--- src/design/mem_consts.svh ---
// memory subsystem constants
`ifndef MEM_CONSTS_SVH
`define MEM_CONSTS_SVH

`define MEM_XLEN 64   // data word width
`define MEM_AW 32     // byte address width
`define MEM_WORDS 256 // sram depth in words
`define MEM_IDX_W 8   // word index width

// extra cycles allowed on top of the per-op budget
`define MEM_TIMEOUT_MARGIN 200

`endif

--- src/design/mem_pkg.sv ---
// memory subsystem types
`include "mem_consts.svh"

package mem_pkg;

  typedef logic [`MEM_XLEN-1:0]   data_t;
  typedef logic [`MEM_AW-1:0]     addr_t;
  typedef logic [`MEM_XLEN/8-1:0] wmask_t;  // one bit per byte lane
  typedef logic [1:0]             size_t;   // log2 of byte count
  typedef logic [31:0]            instr_t;

  typedef enum logic [1:0] {
    LSU_IDLE,
    LSU_REQ,
    LSU_RSP
  } lsu_state_e;

  typedef enum logic [1:0] {
    FETCH_IDLE,
    FETCH_REQ,
    FETCH_RSP
  } fetch_state_e;

endpackage

--- src/design/mem_bus_if.sv ---
// memory request/response bus
`timescale 1ns/10ps

interface mem_bus_if
  import mem_pkg::*;
();

  logic   req_valid;
  logic   req_ready;
  logic   req_we;
  addr_t  req_addr;
  data_t  req_wdata;
  wmask_t req_wmask;

  logic   rsp_valid;
  logic   rsp_ready;
  data_t  rsp_rdata;  // old word for writes

  modport requester (
    output req_valid, req_we, req_addr, req_wdata, req_wmask, rsp_ready,
    input  req_ready, rsp_valid, rsp_rdata
  );

  modport responder (
    input  req_valid, req_we, req_addr, req_wdata, req_wmask, rsp_ready,
    output req_ready, rsp_valid, rsp_rdata
  );

endinterface

--- src/design/fetch_unit.sv ---
// instruction fetch unit
`timescale 1ns/10ps

module fetch_unit
  import mem_pkg::*;
(
  input  logic         clk,
  input  logic         rst_n_i,
  input  logic         req_i,
  input  addr_t        pc_i,
  output instr_t       instr_o,
  output logic         wait_o,
  mem_bus_if.requester bus
);

  fetch_state_e state_q;
  logic         start;
  logic         hi_q;  // pc bit 2, picks the upper half
  addr_t        addr_q;

  assign start = req_i & ~wait_o;

  always_ff @(posedge clk or negedge rst_n_i) begin
    if (!rst_n_i) begin
      state_q <= FETCH_IDLE;
      wait_o  <= 1'b0;
      instr_o <= '0;
    end else begin
      case (state_q)
        FETCH_IDLE: begin
          if (start) begin
            state_q <= FETCH_REQ;
            wait_o  <= 1'b1;
          end
        end
        FETCH_REQ: begin
          if (bus.req_ready) state_q <= FETCH_RSP;
        end
        FETCH_RSP: begin
          if (bus.rsp_valid) begin
            state_q <= FETCH_IDLE;
            wait_o  <= 1'b0;
            instr_o <= hi_q ? bus.rsp_rdata[63:32] : bus.rsp_rdata[31:0];
          end
        end
        default: state_q <= FETCH_IDLE;
      endcase
    end
  end

  always_ff @(posedge clk) begin
    if (start) begin
      addr_q <= {pc_i[31:3], 3'b000};
      hi_q   <= pc_i[2];
    end
  end

  assign bus.req_valid = (state_q == FETCH_REQ);
  assign bus.req_addr  = addr_q;
  assign bus.req_we    = 1'b0;  // read only
  assign bus.req_wdata = '0;
  assign bus.req_wmask = '0;
  assign bus.rsp_ready = (state_q == FETCH_RSP);

  a_pc_aligned: assert property (@(posedge clk) disable iff (!rst_n_i)
    start |-> (pc_i[1:0] == 2'b00));

endmodule

--- src/flat_wrapper.sv ---
// flat-port wrapper written by rule: the top's interface ports become plain ports
module fetch_unit_flat import mem_pkg::*;
  (clk, rst_n_i, req_i, pc_i, instr_o, wait_o, bus_req_valid, bus_req_we, bus_req_addr, bus_req_wdata, bus_req_wmask, bus_rsp_ready, bus_req_ready, bus_rsp_valid, bus_rsp_rdata);
  mem_bus_if bus_i ();
  input  logic clk;
  input  logic rst_n_i;
  input  logic req_i;
  input  addr_t pc_i;
  output instr_t instr_o;
  output logic wait_o;
  output wire logic [$bits(bus_i.req_valid)-1:0] bus_req_valid;
  output wire logic [$bits(bus_i.req_we)-1:0] bus_req_we;
  output wire logic [$bits(bus_i.req_addr)-1:0] bus_req_addr;
  output wire logic [$bits(bus_i.req_wdata)-1:0] bus_req_wdata;
  output wire logic [$bits(bus_i.req_wmask)-1:0] bus_req_wmask;
  output wire logic [$bits(bus_i.rsp_ready)-1:0] bus_rsp_ready;
  input wire logic [$bits(bus_i.req_ready)-1:0] bus_req_ready;
  input wire logic [$bits(bus_i.rsp_valid)-1:0] bus_rsp_valid;
  input wire logic [$bits(bus_i.rsp_rdata)-1:0] bus_rsp_rdata;
  assign bus_req_valid = bus_i.req_valid;
  assign bus_req_we = bus_i.req_we;
  assign bus_req_addr = bus_i.req_addr;
  assign bus_req_wdata = bus_i.req_wdata;
  assign bus_req_wmask = bus_i.req_wmask;
  assign bus_rsp_ready = bus_i.rsp_ready;
  assign bus_i.req_ready = bus_req_ready;
  assign bus_i.rsp_valid = bus_rsp_valid;
  assign bus_i.rsp_rdata = bus_rsp_rdata;
  fetch_unit u_core (.clk(clk), .rst_n_i(rst_n_i), .req_i(req_i), .pc_i(pc_i), .instr_o(instr_o), .wait_o(wait_o), .bus(bus_i));
endmodule
--- config.mk ---
export PLATFORM = sky130hd
export DESIGN_NAME = fetch_unit_flat
export DESIGN_NICKNAME = d
export VERILOG_FILES = /design/src/design/mem_pkg.sv /design/src/design/mem_bus_if.sv /design/src/design/fetch_unit.sv /design/src/flat_wrapper.sv
export VERILOG_INCLUDE_DIRS = /design/src /design/src/design
export SDC_FILE = /design/constraint.sdc
export NUM_CORES = 1
export LEC_CHECK = 0
export BUFFER_PORTS_ARGS = -buffer_cell sky130_fd_sc_hd__buf_2
export CORE_AREA = 2 2 93 95
export CTS_CLUSTER_SIZE = 28
export DETAILED_ROUTE_END_ITERATION = 7
export DIE_AREA = 0 0 95 97
export GPL_TIMING_DRIVEN = 0
export PLACE_DENSITY = 0.82
export SETUP_SLACK_MARGIN = 0.15
export SYNTH_ARGS = -nofsm -noshare
export SYNTH_HDL_FRONTEND = slang
export SYNTH_SLANG_ARGS = --single-unit
--- constraint.sdc ---
create_clock -name clk -period 6.8 [get_ports clk]
set_clock_uncertainty 0.2 [all_clocks]
set_input_delay 0.34 -clock clk [delete_from_list [all_inputs] [get_ports clk]]
set_output_delay 0.34 -clock clk [all_outputs]
set_load 0.005 [all_outputs]
# After elaboration in Yosys (flattened, before gate mapping)
# Index checks and enable logic that the tools add are counted.
# totals
output_inout_bits	140
wordCells	25
regBits	65
input_bits	101
# op_classes
n_reduce_logical	5
mux	8
eq_ne	5
n_bitwise	2
# ops
op	count
32-bit 2-to-1 mux	1
2-bit 2-to-1 mux	3
2-bit by 1-bit != test with 1-bit output, second input constant	3
2-bit case mux with 3 select lines	1
3-bit AND reduction	2
2-bit by 1-bit equality test with 1-bit output, second input constant	1
2-bit equality test, second input constant	1
2-bit zero test	1
1-bit 2-to-1 mux	2
1-bit case mux with 2 select lines	1
2-bit AND reduction	1
2-bit nonzero test	1
1-bit AND	1
1-bit inverter	1

# Depth between registers and ports, before layout
# logic_depth
word_depth	4
depth_mapped	4

# Worst setup path before layout
# Ideal clock, no wire load.
# synth_path
path_type	flip-flop to flip-flop
start	register u_core.wait_o
end	register u_core.addr_q[10] (netlist: u_core.bus.req_addr[10]), enable pin
period_less_slack_ns	2.425
t_arrival_ns	1.803
path_stages_with_launch	2
slack_ns	4.375
setup_time_ns	0.422
required_time_ns	6.178
cell_sequence	dfrtp_1 -> nor2b_1
# synth_via
elab_chain_len	2
# synth_rtl
item	line_no	source
from (decl)	fetch_unit.sv:12	output logic wait_o,
from (signal assigned)	fetch_unit.sv:26	wait_o <= 1'b0;
from (signal assigned)	fetch_unit.sv:33	wait_o <= 1'b1;
from (signal assigned)	fetch_unit.sv:42	wait_o <= 1'b0;
1-bit inverter	fetch_unit.sv:21	assign start = req_i & ~wait_o;
1-bit AND	fetch_unit.sv:21	
net u_core.start	fetch_unit.sv:17	logic start;
to (signal assigned)	fetch_unit.sv:53	addr_q <= {pc_i[31:3], 3'b000};
to (decl)	fetch_unit.sv:19	addr_t addr_q;
# The timed path passes the listed nets, and every way through them passes these cells.
# A chain may end at the register's enable or synchronous reset.

# Final worst setup path
# layout_path
start	register u_core.wait_o
end	register u_core.addr_q[23] (netlist: u_core.bus.req_addr[23]), enable pin
# Same word-level chain as after synthesis.

==> reports/results.txt <==
detailed placer's ending HPWL: 6290 µm
power after layout: 1.23 mW
number of library cell types mapped by synthesis: 16
Achievable Freq: 546 MHz
worst-margin pin slew: 0.821 ns
R2R cell count: 2
most used flip-flop cell after synthesis: sky130_fd_sc_hd__dfrtp_1
number of antenna violations at the first check in global routing: 1
sort of element at the end of the critical path: register
via count of the first global-routing pass: 2664
post-synthesis share of cell area spent on and, or, nand and nor gates: 0.0525
1st-iter DRT viols: 31
Power Dens Cells: 249 nW/µm²
number of max-cap violations: 0
Adder-Cell Fraction of Synth Area: 0
fin crit period: 1.83 ns
area used by multi-input combinational logic: 1000 µm²
vias after detailed routing: 2673
clock root buffer master: sky130_fd_sc_hd__clkbuf_8
largest net degree at the start of global routing: 36
TritonCTS Sinks: 65
critical path launch point type: register
portion of synthesized cell area occupied by the leading cell type: 0.284
Tightest Hold Check Type: in2reg
cell total after placement: 604
final RePlAce weighted congestion: 0.788
mux contribution to synthesized area: 0.101
main combinational cell family by area after synthesis: buffers and inverters
layout cells sized above 1: 0.507
global route overflow: 0
Final Util: 0.610
setup slack after layout: 4.97 ns
register clock-pin slew on the reported worst setup and hold paths: 0.08 ns
number of top-level pins: 241
Final Net Count: 642
synthesized-area fraction occupied by ao, oa, aoi and oai cells: 0.0715
DRC Markers: 0
Post-Synth XOR/XNOR Area: 0
endpoint arrival time on the critical path: 1.67 ns
number of nets with antenna violations after routing: 0
count of pins over their slew limit: 0
Final Hold Vio Count: 0
routed vias/inst: 4.10
WL final: 8590 µm
synthesis-stage register bit count: 65
GR met3 Demand/Resource: 0.0452
cell breakdown of the critical path: nor2b_2 > buf_16
maximum VDD drop: 115 µV
library cell with the largest summed area after synthesis: sky130_fd_sc_hd__edfxtp_1
worst-case setup slack after placement: 4.96 ns
CTS tree: built
Routed wire per std cell: 13.2 µm
full die area: 9220 µm²
global-route usage over all layers: 0.187
CTS Buf Count: 9
routing usage on met1: 0.190
period utilization: 0.269
Core Region: 8130 µm²
global-route wire length before repair: 13000 µm
ranking of synthesized cells by instance count: sky130_fd_sc_hd__buf_4, sky130_fd_sc_hd__dfrtp_1, sky130_fd_sc_hd__mux2i_1, sky130_fd_sc_hd__nand2_1, sky130_fd_sc_hd__edfxtp_1
Sum Neg Setup Slack: 0 ns
Area contributors post-synth: sky130_fd_sc_hd__edfxtp_1, sky130_fd_sc_hd__dfrtp_1, sky130_fd_sc_hd__buf_4
Min Hold Slack: 0.0616 ns
Rows: 33
starting density of the core: 0.390
number of cells on the worst hold path: 2
Worst Path Max Fanout: 18
number of port buffers: 162
cell area reported after detailed placement: 4420 µm²
signed area change from the synthesized netlist to the final layout: 56.5%
fraction of met2 tracks used by global routing: 0.351
Clk Latency, worst-skew pair: 0.33 ns
number of enable flip-flop cells after synthesis: 30
count of filler cells inserted in the layout: 674
maximum count of clock buffers along a single path: 2
Critical Path Slowest Stage Cell: sky130_fd_sc_hd__nor2b_2
overall die width: 95 µm
Die Height: 97 µm
required time at the worst-slack endpoint: 6.64 ns
H-tree depth reported by CTS: 3
LEAKAGE: 2.73 nW
unrepaired setup endpoints after global routing: no
count leader, synth: sky130_fd_sc_hd__buf_4
peak per-stage delay on the critical path: 0.67 ns
startpoint-to-endpoint class of the critical path: reg2reg
Top Usage Layer GRT: met2
number of standard cells after synthesis: 261
sequential cell area: 1780 µm²
final setup violating endpoints: 0
register area share after synthesis: 0.561
synthesis warning total: 0
final design instance area without fill: 4960 µm²
worst slew margin relative to its limit: 0.450
status: complete, no violations
count of placed standard cells in the final layout, fillers left out: 652
drt first pass iters: 4
syn_area_per_cell: 12.1 µm²
number of buffers inserted by post-CTS setup repair: 0
Async SR Flop Fraction: 0.538
Cell Area, Synth: 3170 µm²
==> logic make-up (layout without fill, tap and decap cells) <==
group,after synthesis,count (layout)
mux,32,32
other cells,1,77
flops,65,65
compound gates,37,37
simple gates,38,38
buf+inv,88,298
==> worst paths after layout <==
kind                               startpoint                 endpoint  slack (ns)
setup / recovery                u_core.wait_o  u_core.bus.req_addr[23]        4.97
hold / removal                  bus_req_ready        u_core.state_q[1]        0.06
setup reg to reg                u_core.wait_o  u_core.bus.req_addr[23]        4.97
hold reg to reg            u_core.instr_o[22]       u_core.instr_o[22]        0.27
max in group asynchronous             rst_n_i        u_core.instr_o[2]        5.45
min in group asynchronous             rst_n_i       u_core.instr_o[20]        0.43
==> routing by layer <==
metal,up-vias,part of all wire
li1,1292,-
met1,1220,0.35
met2,146,0.54
met3,15,0.087
met4,0,0.023
met5,-,0
==> state kept, by name, summed over array words and instances (netlist names) <==
name	cells
u_core.bus.req_addr	29
u_core.hi_q	1
u_core.state_q	2
u_core.wait_o	1
u_core.instr_o	32
==> layout make-up <==
cell class	instances	area share
diodes	1	0.000505
plain buffers	86	0.135
clock buffers	9	0.0250
clock inverters	7	0.0202
inverters	2	0.00151
multi-input cells	183	0.202
flip-flops and latches	65	0.358
well taps	105	0.0265
repair buffers	194	0.232
==> power by group <==
group	internal, mW	switching, mW
clock network	0.210	0.159
logic	0.170	0.141
registers	0.507	0.0486
==> worst max-delay path: cells and delay by family, from the launching register on <==
kind                   cells  cell delay, ns
buffers and inverters      1            0.24
DFF                        1            0.43
and+or+nand+nor            1            0.67
==> cells in the final DEF (no fill, tap or decap), types with 6 or more instances in the layout <==
cell,instances
sky130_fd_sc_hd__buf_4,80
sky130_fd_sc_hd__conb_1,76
sky130_fd_sc_hd__dfrtp_1,35
sky130_fd_sc_hd__mux2i_1,32
sky130_fd_sc_hd__nand2_1,32
sky130_fd_sc_hd__o21ai_1,18
sky130_fd_sc_hd__edfxtp_1,30
sky130_fd_sc_hd__buf_6,6
sky130_fd_sc_hd__o21ai_2,10
sky130_fd_sc_hd__buf_2,162
sky130_fd_sc_hd__dlygate4sd3_1,31
sky130_fd_sc_hd__clkbuf_8,9
sky130_fd_sc_hd__o21ai_0,6
==> what timing repair did <==
item | 4_1_cts | 5_1_grt
hold buffers | 31 | 0
endpoints found under the hold margin | 65 | 0
gates resized for setup | 0 | 0
No activity file was read; power rests on OpenSTA's default activity.
