$ cat src/design/mem_consts.svh
// memory subsystem constants
`ifndef MEM_CONSTS_SVH
`define MEM_CONSTS_SVH

`define MEM_XLEN 64   // data word width
`define MEM_AW 32     // byte address width
`define MEM_WORDS 256 // sram depth in words
`define MEM_IDX_W 8   // word index width

// extra cycles allowed on top of the per-op budget
`define MEM_TIMEOUT_MARGIN 200

`endif

$ cat src/design/mem_pkg.sv
// memory subsystem types
`include "mem_consts.svh"

package mem_pkg;

  typedef logic [`MEM_XLEN-1:0]   data_t;
  typedef logic [`MEM_AW-1:0]     addr_t;
  typedef logic [`MEM_XLEN/8-1:0] wmask_t;  // one bit per byte lane
  typedef logic [1:0]             size_t;   // log2 of byte count
  typedef logic [31:0]            instr_t;

  typedef enum logic [1:0] {
    LSU_IDLE,
    LSU_REQ,
    LSU_RSP
  } lsu_state_e;

  typedef enum logic [1:0] {
    FETCH_IDLE,
    FETCH_REQ,
    FETCH_RSP
  } fetch_state_e;

endpackage

$ cat src/design/mem_bus_if.sv
// memory request/response bus
`timescale 1ns/10ps

interface mem_bus_if
  import mem_pkg::*;
();

  logic   req_valid;
  logic   req_ready;
  logic   req_we;
  addr_t  req_addr;
  data_t  req_wdata;
  wmask_t req_wmask;

  logic   rsp_valid;
  logic   rsp_ready;
  data_t  rsp_rdata;  // old word for writes

  modport requester (
    output req_valid, req_we, req_addr, req_wdata, req_wmask, rsp_ready,
    input  req_ready, rsp_valid, rsp_rdata
  );

  modport responder (
    input  req_valid, req_we, req_addr, req_wdata, req_wmask, rsp_ready,
    output req_ready, rsp_valid, rsp_rdata
  );

endinterface

$ cat src/design/bus_arbiter.sv
// round-robin memory bus arbiter
`timescale 1ns/10ps

module bus_arbiter
  import mem_pkg::*;
(
  input  logic         clk,
  input  logic         rst_n_i,
  mem_bus_if.responder fetch_port,
  mem_bus_if.responder lsu_port,
  mem_bus_if.requester mem_port
);

  // owner encoding: 1 = lsu, 0 = fetch
  logic locked_q;
  logic owner_q;
  logic last_q;
  logic sel;
  logic cur;
  logic accept;
  logic rsp_done;

  // on a tie grant the port not served last
  assign sel = lsu_port.req_valid & (~fetch_port.req_valid | ~last_q);
  assign cur = locked_q ? owner_q : sel;

  assign mem_port.req_valid = cur ? lsu_port.req_valid : fetch_port.req_valid;
  assign mem_port.req_we    = cur ? lsu_port.req_we    : fetch_port.req_we;
  assign mem_port.req_addr  = cur ? lsu_port.req_addr  : fetch_port.req_addr;
  assign mem_port.req_wdata = cur ? lsu_port.req_wdata : fetch_port.req_wdata;
  assign mem_port.req_wmask = cur ? lsu_port.req_wmask : fetch_port.req_wmask;

  assign lsu_port.req_ready   = cur & mem_port.req_ready;
  assign fetch_port.req_ready = ~cur & mem_port.req_ready;

  // response only reaches the owner
  assign lsu_port.rsp_valid   = locked_q & owner_q & mem_port.rsp_valid;
  assign fetch_port.rsp_valid = locked_q & ~owner_q & mem_port.rsp_valid;
  assign lsu_port.rsp_rdata   = mem_port.rsp_rdata;
  assign fetch_port.rsp_rdata = mem_port.rsp_rdata;
  assign mem_port.rsp_ready   = locked_q &
                                (owner_q ? lsu_port.rsp_ready : fetch_port.rsp_ready);

  assign accept   = mem_port.req_valid & mem_port.req_ready;
  assign rsp_done = mem_port.rsp_valid & mem_port.rsp_ready;

  always_ff @(posedge clk or negedge rst_n_i) begin
    if (!rst_n_i) begin
      locked_q <= 1'b0;
      owner_q  <= 1'b0;
      last_q   <= 1'b0;
    end else begin
      if (rsp_done) locked_q <= 1'b0;
      if (accept) begin
        locked_q <= 1'b1;
        owner_q  <= cur;
        last_q   <= cur;
      end
    end
  end

  a_owner_held: assert property (@(posedge clk) disable iff (!rst_n_i)
    (locked_q & ~rsp_done) |=> $stable(owner_q));

endmodule

$ cat src/flat_wrapper.sv
// flat-port wrapper written by rule: the top's interface ports become plain ports
module bus_arbiter_flat import mem_pkg::*;
  (clk, rst_n_i, fetch_port_req_valid, fetch_port_req_we, fetch_port_req_addr, fetch_port_req_wdata, fetch_port_req_wmask, fetch_port_rsp_ready, fetch_port_req_ready, fetch_port_rsp_valid, fetch_port_rsp_rdata, lsu_port_req_valid, lsu_port_req_we, lsu_port_req_addr, lsu_port_req_wdata, lsu_port_req_wmask, lsu_port_rsp_ready, lsu_port_req_ready, lsu_port_rsp_valid, lsu_port_rsp_rdata, mem_port_req_valid, mem_port_req_we, mem_port_req_addr, mem_port_req_wdata, mem_port_req_wmask, mem_port_rsp_ready, mem_port_req_ready, mem_port_rsp_valid, mem_port_rsp_rdata);
  mem_bus_if fetch_port_i ();
  mem_bus_if lsu_port_i ();
  mem_bus_if mem_port_i ();
  input  logic clk;
  input  logic rst_n_i;
  input wire logic [$bits(fetch_port_i.req_valid)-1:0] fetch_port_req_valid;
  input wire logic [$bits(fetch_port_i.req_we)-1:0] fetch_port_req_we;
  input wire logic [$bits(fetch_port_i.req_addr)-1:0] fetch_port_req_addr;
  input wire logic [$bits(fetch_port_i.req_wdata)-1:0] fetch_port_req_wdata;
  input wire logic [$bits(fetch_port_i.req_wmask)-1:0] fetch_port_req_wmask;
  input wire logic [$bits(fetch_port_i.rsp_ready)-1:0] fetch_port_rsp_ready;
  output wire logic [$bits(fetch_port_i.req_ready)-1:0] fetch_port_req_ready;
  output wire logic [$bits(fetch_port_i.rsp_valid)-1:0] fetch_port_rsp_valid;
  output wire logic [$bits(fetch_port_i.rsp_rdata)-1:0] fetch_port_rsp_rdata;
  input wire logic [$bits(lsu_port_i.req_valid)-1:0] lsu_port_req_valid;
  input wire logic [$bits(lsu_port_i.req_we)-1:0] lsu_port_req_we;
  input wire logic [$bits(lsu_port_i.req_addr)-1:0] lsu_port_req_addr;
  input wire logic [$bits(lsu_port_i.req_wdata)-1:0] lsu_port_req_wdata;
  input wire logic [$bits(lsu_port_i.req_wmask)-1:0] lsu_port_req_wmask;
  input wire logic [$bits(lsu_port_i.rsp_ready)-1:0] lsu_port_rsp_ready;
  output wire logic [$bits(lsu_port_i.req_ready)-1:0] lsu_port_req_ready;
  output wire logic [$bits(lsu_port_i.rsp_valid)-1:0] lsu_port_rsp_valid;
  output wire logic [$bits(lsu_port_i.rsp_rdata)-1:0] lsu_port_rsp_rdata;
  output wire logic [$bits(mem_port_i.req_valid)-1:0] mem_port_req_valid;
  output wire logic [$bits(mem_port_i.req_we)-1:0] mem_port_req_we;
  output wire logic [$bits(mem_port_i.req_addr)-1:0] mem_port_req_addr;
  output wire logic [$bits(mem_port_i.req_wdata)-1:0] mem_port_req_wdata;
  output wire logic [$bits(mem_port_i.req_wmask)-1:0] mem_port_req_wmask;
  output wire logic [$bits(mem_port_i.rsp_ready)-1:0] mem_port_rsp_ready;
  input wire logic [$bits(mem_port_i.req_ready)-1:0] mem_port_req_ready;
  input wire logic [$bits(mem_port_i.rsp_valid)-1:0] mem_port_rsp_valid;
  input wire logic [$bits(mem_port_i.rsp_rdata)-1:0] mem_port_rsp_rdata;
  assign fetch_port_i.req_valid = fetch_port_req_valid;
  assign fetch_port_i.req_we = fetch_port_req_we;
  assign fetch_port_i.req_addr = fetch_port_req_addr;
  assign fetch_port_i.req_wdata = fetch_port_req_wdata;
  assign fetch_port_i.req_wmask = fetch_port_req_wmask;
  assign fetch_port_i.rsp_ready = fetch_port_rsp_ready;
  assign fetch_port_req_ready = fetch_port_i.req_ready;
  assign fetch_port_rsp_valid = fetch_port_i.rsp_valid;
  assign fetch_port_rsp_rdata = fetch_port_i.rsp_rdata;
  assign lsu_port_i.req_valid = lsu_port_req_valid;
  assign lsu_port_i.req_we = lsu_port_req_we;
  assign lsu_port_i.req_addr = lsu_port_req_addr;
  assign lsu_port_i.req_wdata = lsu_port_req_wdata;
  assign lsu_port_i.req_wmask = lsu_port_req_wmask;
  assign lsu_port_i.rsp_ready = lsu_port_rsp_ready;
  assign lsu_port_req_ready = lsu_port_i.req_ready;
  assign lsu_port_rsp_valid = lsu_port_i.rsp_valid;
  assign lsu_port_rsp_rdata = lsu_port_i.rsp_rdata;
  assign mem_port_req_valid = mem_port_i.req_valid;
  assign mem_port_req_we = mem_port_i.req_we;
  assign mem_port_req_addr = mem_port_i.req_addr;
  assign mem_port_req_wdata = mem_port_i.req_wdata;
  assign mem_port_req_wmask = mem_port_i.req_wmask;
  assign mem_port_rsp_ready = mem_port_i.rsp_ready;
  assign mem_port_i.req_ready = mem_port_req_ready;
  assign mem_port_i.rsp_valid = mem_port_rsp_valid;
  assign mem_port_i.rsp_rdata = mem_port_rsp_rdata;
  bus_arbiter u_core (.clk(clk), .rst_n_i(rst_n_i), .fetch_port(fetch_port_i), .lsu_port(lsu_port_i), .mem_port(mem_port_i));
endmodule
$ cat config.mk
export PLATFORM = sky130hd
export DESIGN_NAME = bus_arbiter_flat
export DESIGN_NICKNAME = d
export VERILOG_FILES = /design/src/design/mem_pkg.sv /design/src/design/mem_bus_if.sv /design/src/design/bus_arbiter.sv /design/src/flat_wrapper.sv
export VERILOG_INCLUDE_DIRS = /design/src /design/src/design
export SDC_FILE = /design/constraint.sdc
export NUM_CORES = 1
export LEC_CHECK = 0
export ABC_AREA = 1
export BUFFER_PORTS_ARGS = -buffer_cell sky130_fd_sc_hd__buf_2
export CORE_AREA = 2 2 205 207
export CTS_CLUSTER_DIAMETER = 40
export DETAILED_ROUTE_END_ITERATION = 10
export DIE_AREA = 0 0 207 209
export PLACE_DENSITY = 0.35
export SYNTH_ARGS = -nofsm -noshare
export SYNTH_HDL_FRONTEND = slang
export SYNTH_SLANG_ARGS = --single-unit
$ cat constraint.sdc
create_clock -name clk -period 1.4 [get_ports clk]
set_input_delay 0.21 -clock clk [delete_from_list [all_inputs] [get_ports clk]]
set_output_delay 0.21 -clock clk [all_outputs]
set_load 0.1 [all_outputs]
Yosys cells after proc, flatten, opt, wreduce, memory -nomap -nowiden
Index checks and enable logic that the tools add are counted.
{ "classes": {"muxes": 9, "n_bitwise": 14, "n_reduce_logical": 1} }
{ "op_table": {"columns": ["cell", "count"], "rows": [
  ["64-bit 2-to-1 mux", 1],
  ["32-bit 2-to-1 mux", 1],
  ["1-bit AND", 10],
  ["8-bit 2-to-1 mux", 1],
  ["1-bit 2-to-1 mux", 6],
  ["1-bit inverter", 3],
  ["2-bit nonzero test", 1],
  ["1-bit bitwise OR", 1]
]} }
{ "word_totals": {"register_bits": 2, "input_bits": 282, "out_inout_bits": 239, "word_cells": 26} }

Longest topological paths before layout
Gate-level depths: netlist of run 1.
{ "logic_depth": {"ltp_word": 7, "depth_mapped": 8, "mapped_depth_nobuf": 7} }

Worst setup path before layout of run 1
No wires, ideal clock.
{ "synth_timing": {"kind": "reg-to-output", "startpoint": "register u_core.locked_q", "endpoint": "output port lsu_port_req_ready", "t_arrival_ns": 2.144, "required_time_ns": 1.190, "path_slack_ns": -0.954, "path_stages_with_launch": 7, "n_path_buf": 1, "path_cell_list": "dfrtp_1 inv_2 nand3_2 nand2_4 inv_2 buf_2 nor2_1"} }
{ "synth_between": {"elab_chain_len": 2} }
{ "synth_rtl": {"columns": ["element", "line", "source"], "rows": [
  ["start, declared", "bus_arbiter.sv:15", "logic locked_q;"],
  ["start signal, assigned", "bus_arbiter.sv:49", "locked_q <= 1'b0;"],
  ["start signal, assigned", "bus_arbiter.sv:53", "if (rsp_done) locked_q <= 1'b0;"],
  ["start signal, assigned", "bus_arbiter.sv:55", "locked_q <= 1'b1;"],
  ["1-bit 2-to-1 mux", "bus_arbiter.sv:25", "assign cur = locked_q ? owner_q : sel;"],
  ["1-bit AND", "bus_arbiter.sv:33", "assign lsu_port.req_ready = cur & mem_port.req_ready;"],
  ["end, declared", "flat_wrapper.sv:24", "output wire logic [$bits(lsu_port_i.req_ready)-1:0] lsu_port_req_ready;"]
]} }
No other way between the ends.

Final worst setup path of run 1
{ "layout_timing": {"startpoint": "register u_core.owner_q", "endpoint": "output port mem_port_req_addr[13]"} }
{ "layout_between": {"elab_chain_len": 5} }
{ "layout_rtl": {"columns": ["element", "line", "source"], "rows": [
  ["start, declared", "bus_arbiter.sv:16", "logic owner_q;"],
  ["start signal, assigned", "bus_arbiter.sv:56", "owner_q <= cur;"],
  ["1-bit inverter", null, null],
  ["1-bit bitwise OR", null, null],
  ["1-bit AND", null, null],
  ["1-bit 2-to-1 mux *", "bus_arbiter.sv:25", null],
  ["32-bit 2-to-1 mux *", "bus_arbiter.sv:29", "assign mem_port.req_addr = cur ? lsu_port.req_addr : fetch_port.req_addr;"],
  ["end, declared", "flat_wrapper.sv:29", "output wire logic [$bits(mem_port_i.req_addr)-1:0] mem_port_req_addr;"]
]} }
Every way passes the cells marked *; elsewhere a longest branch is shown, timed or not.

==> results.sh, run 1 <==
export IMPL_grtUsageTotal=0.0728
export IMPL_gr_total_overflow=0
export IMPL_synth_top_area_share=0.504
export IMPL_skew_ns=0.00135
export IMPL_multi_input_area_sq_um=3550
export IMPL_dp_hpwl_microns=13400
export IMPL_outcome="complete, but fails checks"
export IMPL_cts_buffer_depth=2
export IMPL_period_needed_ns=1.87
export IMPL_clock_latency_ns=0.22
export IMPL_wl_per_cell_microns=13.6
export IMPL_synth_cell_types=14
export IMPL_layout_nets=1001
export IMPL_fill_cells=4598
export IMPL_synthCells=495
export IMPL_synth_most_common_cell="nand2_1"
export IMPL_cts_buffers=3
export IMPL_clock_tree_root_cell="clkbuf_16"
export IMPL_fp_coreArea_sq_um=41300
export IMPL_synthArstFlopShare=1.00
export IMPL_report_final_slew_viol_count=0
export IMPL_synth_ff_type="dfrtp_1"
export IMPL_hold_viol_final=0
export IMPL_viasPerCell=3.01
export IMPL_synth_area_leader_cell="nand2_1"
export IMPL_fp_dieW_microns=207
export IMPL_first_pass_iters=4
export IMPL_ios=521
export IMPL_grt_max_degree=28
export IMPL_regArea_sq_um=50.0
export IMPL_n_antenna_cell=0
export IMPL_violations="setup timing"
export IMPL_grt_pass1_vias=3916
export IMPL_cts_sinks=2
export IMPL_cts_clk_slew_worst_paths_ns=0.03
export IMPL_drtAntennaViolNets=0
export IMPL_place_area_sq_um=7380
export IMPL_cts_htree_levels=1
export IMPL_cp_max_fo=6
export IMPL_worstSetupPathType="reg2out"
export IMPL_gp_congestion=0.705
export IMPL_worstPathRequired_ns=1.19
export IMPL_drive_above_1_share=0.890
export IMPL_syn_avg_cell_area_sq_um=4.93
export IMPL_yosysWarnings=0
export IMPL_period_share=1.34
export IMPL_row_count=75
export IMPL_rsz0062_at_grt="yes"
export IMPL_arrival_ns=1.66
export IMPL_dp_cells=1231
export IMPL_start_kind="flip-flop"
export IMPL_cp_end_kind="output pin"
export IMPL_die_h_microns=209
export IMPL_r2r_slack_ns=-0.08
export IMPL_fin_area_sq_um=8380
export IMPL_initial_core_util=0.0592
export IMPL_antenna_found_initial=1
export IMPL_netlist_area_sq_um=2440
export IMPL_place_port_buffers=328
export IMPL_r2r_cells=9
export IMPL_synth_edf_count=0
export IMPL_syn_nets=777
export IMPL_synth_common_cells="328 x nand2_1, 132 x buf_4, 9 x buf_2, 7 x clkbuf_1, 4 x nor2_1"
export IMPL_finalWorstSetupSlack_ns=-0.472
export IMPL_ys_seq_area_frac=0.0205
export IMPL_syn2layout_area_growth_pct=243
export IMPL_detail_route_iter0_violations=109
export IMPL_wl_microns=17100
export IMPL_cap_violations=0
export IMPL_ys_ff_latch=2
export IMPL_vias=3784
export IMPL_synth_area_leaders="nand2_1 50%, buf_4 41%, dfrtp_1 2.0%"
export IMPL_holdPathStages=3
export IMPL_fin_cells=1256
export IMPL_slew_headroom=0.832
export IMPL_drc=0
export IMPL_grt_first_pass_wirelength_microns=24200
export IMPL_setup_viol=112
export IMPL_cts_tree="built"
export IMPL_hold_path_class="in2reg"
export IMPL_max_freq_mhz=534
export IMPL_tightest_slew_ns=0.252
export IMPL_die_area_sq_um=43300
==> cell type report <==
type / count / area share
repair buffers: 369 / 0.477
multi-input cells: 338 / 0.424
well taps: 539 / 0.0804
clock buffers: 3 / 0.00895
flip-flops and latches: 2 / 0.00597
inverters: 5 / 0.00403
==> routing by layer <==
metal / GRT usage / part of all wire
met1: 0.0882 / 0.40
met4: 0.0128 / 0.0079
met2: 0.114 / 0.46
met3: 0.0392 / 0.12
met5: 0.00890 / 0.0041
==> critical path: stages, from the launching register on <==
cell,delay (ns)
dfrtp_1,0.38
nand2_2,0.09
nand3_4,0.09
nand2_8,0.09
inv_12,0.12
buf_12,0.17
clkbuf_16,0.19
nand2_4,0.07
nand2_8,0.07
buf_12,0.16
==> cell families (layout without fill, tap and decap cells) <==
logic type / count (synthesis) / after routing / share of synthesized area
and+or+nand+nor: 337 / 337 / 0.526
buffers and inverters: 155 / 377 / 0.452
DFF: 2 / 2 / 0.0205
AOI/OAI and AO/OA: 1 / 1 / 0.00205
==> placed cells by master (no fill, tap or decap), drive strengths merged <==
master / n
buf: 363
nor2: 4
dfrtp: 2
dlygate4sd3: 1
inv: 5
clkbuf: 8
nand2: 330
nand3: 3
a21oi: 1
==> sequential cells by signal, indices dropped and copies added, names as in the netlist <==
name	flops
u_core.locked_q	1
u_core.owner_q	1
==> final timing paths <==
check                                        end                from
max                        mem_port_req_addr[13]      u_core.owner_q
min                               u_core.owner_q  mem_port_req_ready
max reg2reg                       u_core.owner_q      u_core.owner_q
min reg2reg                       u_core.owner_q      u_core.owner_q
max in group asynchronous        u_core.locked_q             rst_n_i
min in group asynchronous         u_core.owner_q             rst_n_i
==> stage by stage <==
stage                     hold WS, ns  setup WS (ns)   util  setup TNS, ns
after global placement       -0.00162         -0.306  0.179         -25.37
final                           0.285         -0.472  0.203         -46.77
after floorplan               -0.0856         -0.255      -         -12.52
after CTS                       0.309         -0.519  0.192         -49.02
after detailed placement     -0.00234         -0.321  0.179         -26.05
after global routing            0.309         -0.565  0.203         -57.22
==> what timing repair did <==
action,in CTS,in global routing
setup buffers,10,2
gates cloned,4,5
pin swaps,9,12
hold buffers,1,0
endpoints found under the setup margin,111,112
endpoints found under the hold margin,2,0
gates resized for setup,77,87
Power of run 1 is left out: the tool's default activity adds up to more than one toggle a clock period on the data nets, which glitch-free logic cannot reach.
==> inputs of run 2 (changes only) <==
--- a/config.mk
+++ b/config.mk
@@ -6,13 +6,13 @@
 export SDC_FILE = /design/constraint.sdc
 export NUM_CORES = 1
 export LEC_CHECK = 0
-export ABC_AREA = 1
 export BUFFER_PORTS_ARGS = -buffer_cell sky130_fd_sc_hd__buf_2
-export CORE_AREA = 2 2 205 207
+export CORE_AREA = 2 2 202 204
 export CTS_CLUSTER_DIAMETER = 40
 export DETAILED_ROUTE_END_ITERATION = 10
-export DIE_AREA = 0 0 207 209
+export DIE_AREA = 0 0 204 206
 export PLACE_DENSITY = 0.35
+export SETUP_SLACK_MARGIN = 0.4
 export SYNTH_ARGS = -nofsm -noshare
 export SYNTH_HDL_FRONTEND = slang
 export SYNTH_SLANG_ARGS = --single-unit
==> run 2 against run 1 <==
  * Final area down 30%
  * The run still ends with setup timing left
  * Critical path type unchanged
  * Worst setup slack worse by 0.17 ns
  * Register-to-register slack better by 0.08 ns
  * Synthesized area up 0.87%
  * Largest cell class unchanged
  * Sequential share of layout area up 0.27 points
  * Clock skew about the same
  * Global-route usage down 1.2 points
==> results.sh, run 2 <==
export IMPL_outcome="complete, but fails checks"
export IMPL_violations="setup timing"
export IMPL_clock_latency_ns=0.22
export IMPL_synth_area_leader_cell="buf_4"
export IMPL_synth_area_leaders="buf_4 39%, mux2_2 35%, mux2_4 12%"
export IMPL_drc=0
export IMPL_tightest_slew_ns=0.205
export IMPL_ys_seq_area_frac=0.0203
export IMPL_synth_most_common_cell="buf_4"
export IMPL_wl_per_cell_microns=13.9
export IMPL_syn_nets=546
export IMPL_reg_top3="u_core.locked_q (1), u_core.owner_q (1)"
export IMPL_grt_first_pass_wirelength_microns=18600
export IMPL_finalPower_mw=18.0
export IMPL_max_freq_mhz=489
export IMPL_vias=2708
export IMPL_dp_hpwl_microns=12600
export IMPL_synth_common_cells="128 x buf_4, 77 x mux2_2, 20 x mux2_4, 8 x mux2_1, 7 x buf_2"
export IMPL_first_pass_iters=4
export IMPL_synth_edf_count=0
export IMPL_hold_path_class="in2reg"
export IMPL_grt_pass1_vias=3027
export IMPL_hold_viol_final=0
export IMPL_grtUsageTotal=0.0612
export IMPL_holdWs_ns=0.276
export IMPL_drtAntennaViolNets=0
export IMPL_die_h_microns=206
export IMPL_cts_clk_slew_worst_paths_ns=0.03
export IMPL_use_met2=0.113
export IMPL_cts_sinks=2
export IMPL_ys_ff_latch=2
export IMPL_synthCells=264
export IMPL_row_count=74
export IMPL_skew_ns=0.000948
export IMPL_antenna_found_initial=3
export IMPL_period_share=1.46
export IMPL_worstPathRequired_ns=1.19
export IMPL_grt_max_degree=15
export IMPL_clock_tree_root_cell="clkbuf_16"
export IMPL_n_antenna_cell=0
export IMPL_synth_ff_type="dfrtp_1"
export IMPL_initial_core_util=0.0613
export IMPL_cts_buffers=3
export IMPL_ios=521
export IMPL_synth_top_area_share=0.390
export IMPL_fp_coreArea_sq_um=40200
export IMPL_gp_congestion=0.720
export IMPL_rsz0062_at_grt="yes"
export IMPL_vdd_drop_max_uv=1520
export IMPL_wl_microns=14200
export IMPL_cp_end_kind="output pin"
export IMPL_synth_cell_types=22
export IMPL_die_area_sq_um=42000
export IMPL_report_final_slew_viol_count=0
export IMPL_cts_htree_levels=1
export IMPL_detail_route_iter0_violations=27
export IMPL_netlist_area_sq_um=2460
export IMPL_cts_tree="built"
export IMPL_cts_buffer_depth=2
export IMPL_powerDensity_nw_per_um2=3050
export IMPL_place_port_buffers=328
export IMPL_synthArstFlopShare=1.00
export IMPL_viasPerCell=2.65
export IMPL_slew_headroom=0.863
export IMPL_final_common_cell="buf_2"
export IMPL_drive_above_1_share=0.988
export IMPL_cp_max_fo=14
export IMPL_power_leakage_nw=2.77
export IMPL_final_cell_mix="217 x buf_2, 97 x buf_12, 61 x mux2_2"
export IMPL_setup_viol=111
export IMPL_grt_busiest_layer="met2"
export IMPL_period_needed_ns=2.04
export IMPL_syn2layout_area_growth_pct=139
export IMPL_arrival_ns=1.83
export IMPL_grtUsageMet3=0.0348
export IMPL_met1_usage=0.0608
export IMPL_start_kind="flip-flop"
export IMPL_layout_nets=772
export IMPL_finalWorstSetupSlack_ns=-0.644
export IMPL_yosysWarnings=0
export IMPL_syn_avg_cell_area_sq_um=9.33
export IMPL_cap_violations=0
export IMPL_gr_total_overflow=0
export IMPL_worstSetupPathType="reg2out"
export IMPL_fp_dieW_microns=204
-- run 2: changes by cell type after synthesis, sizes merged, moves of 3 or more --
cell    previous run  this run
nand3              3         0
clkbuf             7         0
inv                5         2
buf              143       139
mux2               0       105
nand2            330         0
-- run 2: kinds of logic (layout without fill, tap and decap cells) --
| group | after synthesis | in the layout | share of synthesized area |
|---|---|---|---|
| AO/OA/AOI/OAI | 8 | 8 | 0.0239 |
| buffers and inverters | 141 | 365 | 0.426 |
| flip-flops | 2 | 2 | 0.0203 |
| multiplexers | 106 | 106 | 0.514 |
| AND/OR/NAND/NOR | 7 | 7 | 0.0157 |
-- run 2: path summary, 6_finish.rpt --
| kind | start | cells after the start | slack, ns | endpoint |
|---|---|---|---|---|
| max reg2reg | u_core.owner_q | 6 | 0 | u_core.locked_q |
| min | fetch_port_req_valid | 2 | 0.28 | u_core.owner_q |
| max | u_core.owner_q | 6 | -0.64 | mem_port_req_wdata[36] |
| max in group asynchronous | rst_n_i | 2 | 0.95 | u_core.locked_q |
| min in group asynchronous | rst_n_i | 2 | 0.34 | u_core.owner_q |
| min reg2reg | u_core.locked_q | 4 | 0.82 | u_core.owner_q |
-- run 2: routing by layer --
layer,part of all wire,up-vias
met5,0.00070,-
met4,0.0083,2
met3,0.16,26
met2,0.50,322
met1,0.34,1138
li1,-,1220
-- run 2: timing repair --
item	CTS	global route
hold buffers	1	0
cloned	3	0
setup endpoints to repair	113	113
gates resized for setup	131	4
hold endpoints to repair	2	0
pin swaps	3	2
setup buffers	5	3
-- run 2: layout make-up --
cell class                      instances  area [sq um]
Fill cell                            4559         34300
Sequential cell                         2          51.3
Inverter                                2          7.51
Clock buffer                            3          75.1
Timing Repair Buffer                  360          3560
Multi-Input combinational cell        121          1540
Tap cell                              532           666
-- run 2: per-stage QoR --
| stage | setup TNS, ns | util | worst slack [ns] | std cells | instance area, sq um |
|---|---|---|---|---|---|
| after floorplan | -36.04 | - | -0.352 | 264 | 2570 |
| after global placement | -41.94 | 0.128 | -0.474 | 1005 | 5160 |
| after detailed placement | -43.58 | 0.128 | -0.513 | 1005 | 5160 |
| after CTS | -62.14 | 0.145 | -0.651 | 1017 | 5840 |
| after global routing | -68.56 | 0.147 | -0.697 | 1020 | 5900 |
| final | -62.91 | 0.147 | -0.644 | 1020 | 5900 |
-- run 2: power breakdown --
part / internal [mW] / switching [mW] / total, mW
clock network: 0.363 / 0.0595 / 0.422
logic: 6.72 / 10.7 / 17.5
registers: 0.0857 / 0.0359 / 0.122
total: 7.17 / 10.8 / 18.0
-- run 2: critical path, cell delays in order, from the launching register on --
cell	delay (ns)
dfrtp_1	0.37
a21boi_2	0.08
o21ai_4	0.21
buf_12	0.19
buf_4	0.18
mux2_2	0.38
buf_12	0.18
Note: power is estimated with default switching activity, not from simulation.
==> inputs of run 3 (changes only) <==
--- a/config.mk
+++ b/config.mk
@@ -6,11 +6,12 @@
 export SDC_FILE = /design/constraint.sdc
 export NUM_CORES = 1
 export LEC_CHECK = 0
+export ABC_AREA = 1
 export BUFFER_PORTS_ARGS = -buffer_cell sky130_fd_sc_hd__buf_2
-export CORE_AREA = 2 2 202 204
+export CORE_AREA = 2 2 205 207
 export CTS_CLUSTER_DIAMETER = 40
 export DETAILED_ROUTE_END_ITERATION = 10
-export DIE_AREA = 0 0 204 206
+export DIE_AREA = 0 0 207 209
 export PLACE_DENSITY = 0.35
 export SETUP_SLACK_MARGIN = 0.4
 export SYNTH_ARGS = -nofsm -noshare
==> run 3 against run 2 <==
  * The run still ends with setup timing left
  * Flip-flop and latch count is the same
  * Routed wire length grew 15%
  * Final area grew 48%
  * Non-clock buffer count grew 22
  * Clock-buffer cell count is the same
  * Sequential share of layout area shrank 0.30 points
  * Fmax grew 7.7%
  * Via count grew 40%
  * Final cell count grew 24%
  * Worst setup slack gained 0.15 ns
  * Worst hold slack gained 0.017 ns
  * Largest cell class unchanged
  * Highest routed layer unchanged
==> results.sh, run 3 (synthesized netlist as in run 1, its figures left out) <==
export IMPL_cp_end_kind="output pin"
export IMPL_finalWorstSetupSlack_ns=-0.497
export IMPL_cp_max_fo=11
export IMPL_die_h_microns=209
export IMPL_detail_route_iter0_violations=82
export IMPL_cap_violations=0
export IMPL_final_cell_mix="217 x buf_2, 127 x buf_12, 98 x nand2_2"
export IMPL_cts_tree="built"
export IMPL_fin_cells=1269
export IMPL_hold_viol_final=0
export IMPL_violations="setup timing"
export IMPL_cp_buffers_inverters=4
export IMPL_fill_cells=4584
export IMPL_crit_family="buffers and inverters"
export IMPL_first_pass_iters=3
export IMPL_r2r_cells=8
export IMPL_antenna_found_initial=1
export IMPL_wl_per_cell_microns=12.9
export IMPL_period_share=1.36
export IMPL_drtAntennaViolNets=0
export IMPL_row_count=75
export IMPL_arrival_ns=1.69
export IMPL_worstSetupPathType="reg2out"
export IMPL_hold_path_endpoint="u_core.locked_q"
export IMPL_clock_latency_ns=0.22
export IMPL_reg2reg_to="u_core.owner_q"
export IMPL_report_final_slew_viol_count=0
export IMPL_tightest_slew_ns=0.218
export IMPL_place_port_buffers=328
export IMPL_final_common_cell="buf_2"
export IMPL_fp_dieW_microns=207
export IMPL_drc=0
export IMPL_drive_above_1_share=0.930
export IMPL_slew_headroom=0.854
export IMPL_wl_microns=16400
export IMPL_cts_buffers=3
export IMPL_dp_hpwl_microns=14100
export IMPL_hold_path_class="in2reg"
export IMPL_worstPathRequired_ns=1.19
export IMPL_cts_clk_slew_worst_paths_ns=0.03
export IMPL_start_kind="flip-flop"
export IMPL_skew_ns=0.00169
export IMPL_fin_area_sq_um=8720
export IMPL_place_area_sq_um=7680
export IMPL_layout_nets=1014
export IMPL_hp_start="mem_port_rsp_valid"
export IMPL_grt_max_degree=21
export IMPL_viasPerCell=2.98
export IMPL_path_cells="inv_2 -> nand3_2 -> nand2_4 -> buf_12 -> buf_12 -> nand2_1 -> nand2_8 -> buf_12"
export IMPL_reg_top3="u_core.locked_q (1), u_core.owner_q (1)"
export IMPL_crit_slowest_cell="dfrtp_1"
export IMPL_fp_coreArea_sq_um=41300
export IMPL_cpPeakStageDelay_ns=0.39
export IMPL_cp_startpoint="u_core.locked_q"
export IMPL_multi_input_area_sq_um=3810
export IMPL_cts_sinks=2
export IMPL_initial_core_util=0.0592
export IMPL_grt_first_pass_wirelength_microns=24500
export IMPL_ios=521
export IMPL_cts_buffer_depth=2
export IMPL_cts_htree_levels=1
export IMPL_rsz0062_at_grt="yes"
export IMPL_holdPathStages=4
export IMPL_grt_pass1_vias=4171
export IMPL_die_area_sq_um=43300
export IMPL_regArea_sq_um=50.0
export IMPL_grtUsageTotal=0.0719
export IMPL_syn2layout_area_growth_pct=257
export IMPL_period_needed_ns=1.90
export IMPL_setup_viol=110
export IMPL_dp_cells=1251
export IMPL_outcome="complete, but fails checks"
export IMPL_r2r_slack_ns=0.15
export IMPL_max_freq_mhz=527
export IMPL_n_antenna_cell=0
export IMPL_rr_startpoint="u_core.owner_q"
export IMPL_gr_total_overflow=0
export IMPL_crit_top_cell="buf_12"
export IMPL_clock_tree_root_cell="clkbuf_16"
export IMPL_vias=3786
export IMPL_gp_congestion=0.725
==> run 3: per-stage QoR <==
stage / worst slack [ns] / hold WS [ns] / setup TNS [ns] / util
global route: -0.569 / 0.320 / -54.90 / 0.211
floorplan: -0.255 / -0.0856 / -14.57 / -
CTS: -0.520 / 0.300 / -50.23 / 0.204
detailed placement: -0.316 / -0.00336 / -26.44 / 0.186
finish: -0.497 / 0.292 / -47.20 / 0.211
global placement: -0.305 / -0.00174 / -25.32 / 0.186
==> run 3: per-layer routing <==
layer	GRT usage	up-vias	share of wire
met4	0.00542	4	0.0020
li1	-	1815	-
met3	0.0440	7	0.15
met1	0.0796	1632	0.35
met5	0.00779	-	0.0033
met2	0.121	328	0.49
==> run 3: worst max-delay path by stage <==
stage                        endpoint  slack, ns  cells after the start
6_report        mem_port_req_wdata[9]      -0.50                      8
5_1_grt        mem_port_req_wdata[14]      -0.57                      8
4_1_cts        mem_port_req_wdata[18]      -0.52                      9
3_5_place_dp   mem_port_req_wdata[33]      -0.32                      9
3_3_place_gp    mem_port_req_addr[17]      -0.31                      8
2_1_floorplan      mem_port_rsp_ready      -0.25                      3
==> run 3: worst min-delay path, cell delays in order <==
cell     delay [ns]
buf_2          0.09
nand3_1        0.07
nand2_1        0.06
nand2_1        0.04
==> run 3: repair_timing <==
action	4_1_cts	5_1_grt
hold endpoints to repair	2	0
pin swaps	4	0
resized for setup	156	51
setup buffers	8	0
gates cloned	2	4
endpoints found under the setup margin	113	113
hold buffers	1	0
==> run 3: area by class of cell <==
type | count | share of cell area
clock buffers | 3 | 0.00861
inverters | 5 | 0.00273
multi-input cells | 338 | 0.437
flip-flops and latches | 2 | 0.00574
well taps | 539 | 0.0773
repair buffers | 382 | 0.469
Power of run 3 is left out for the same reason.
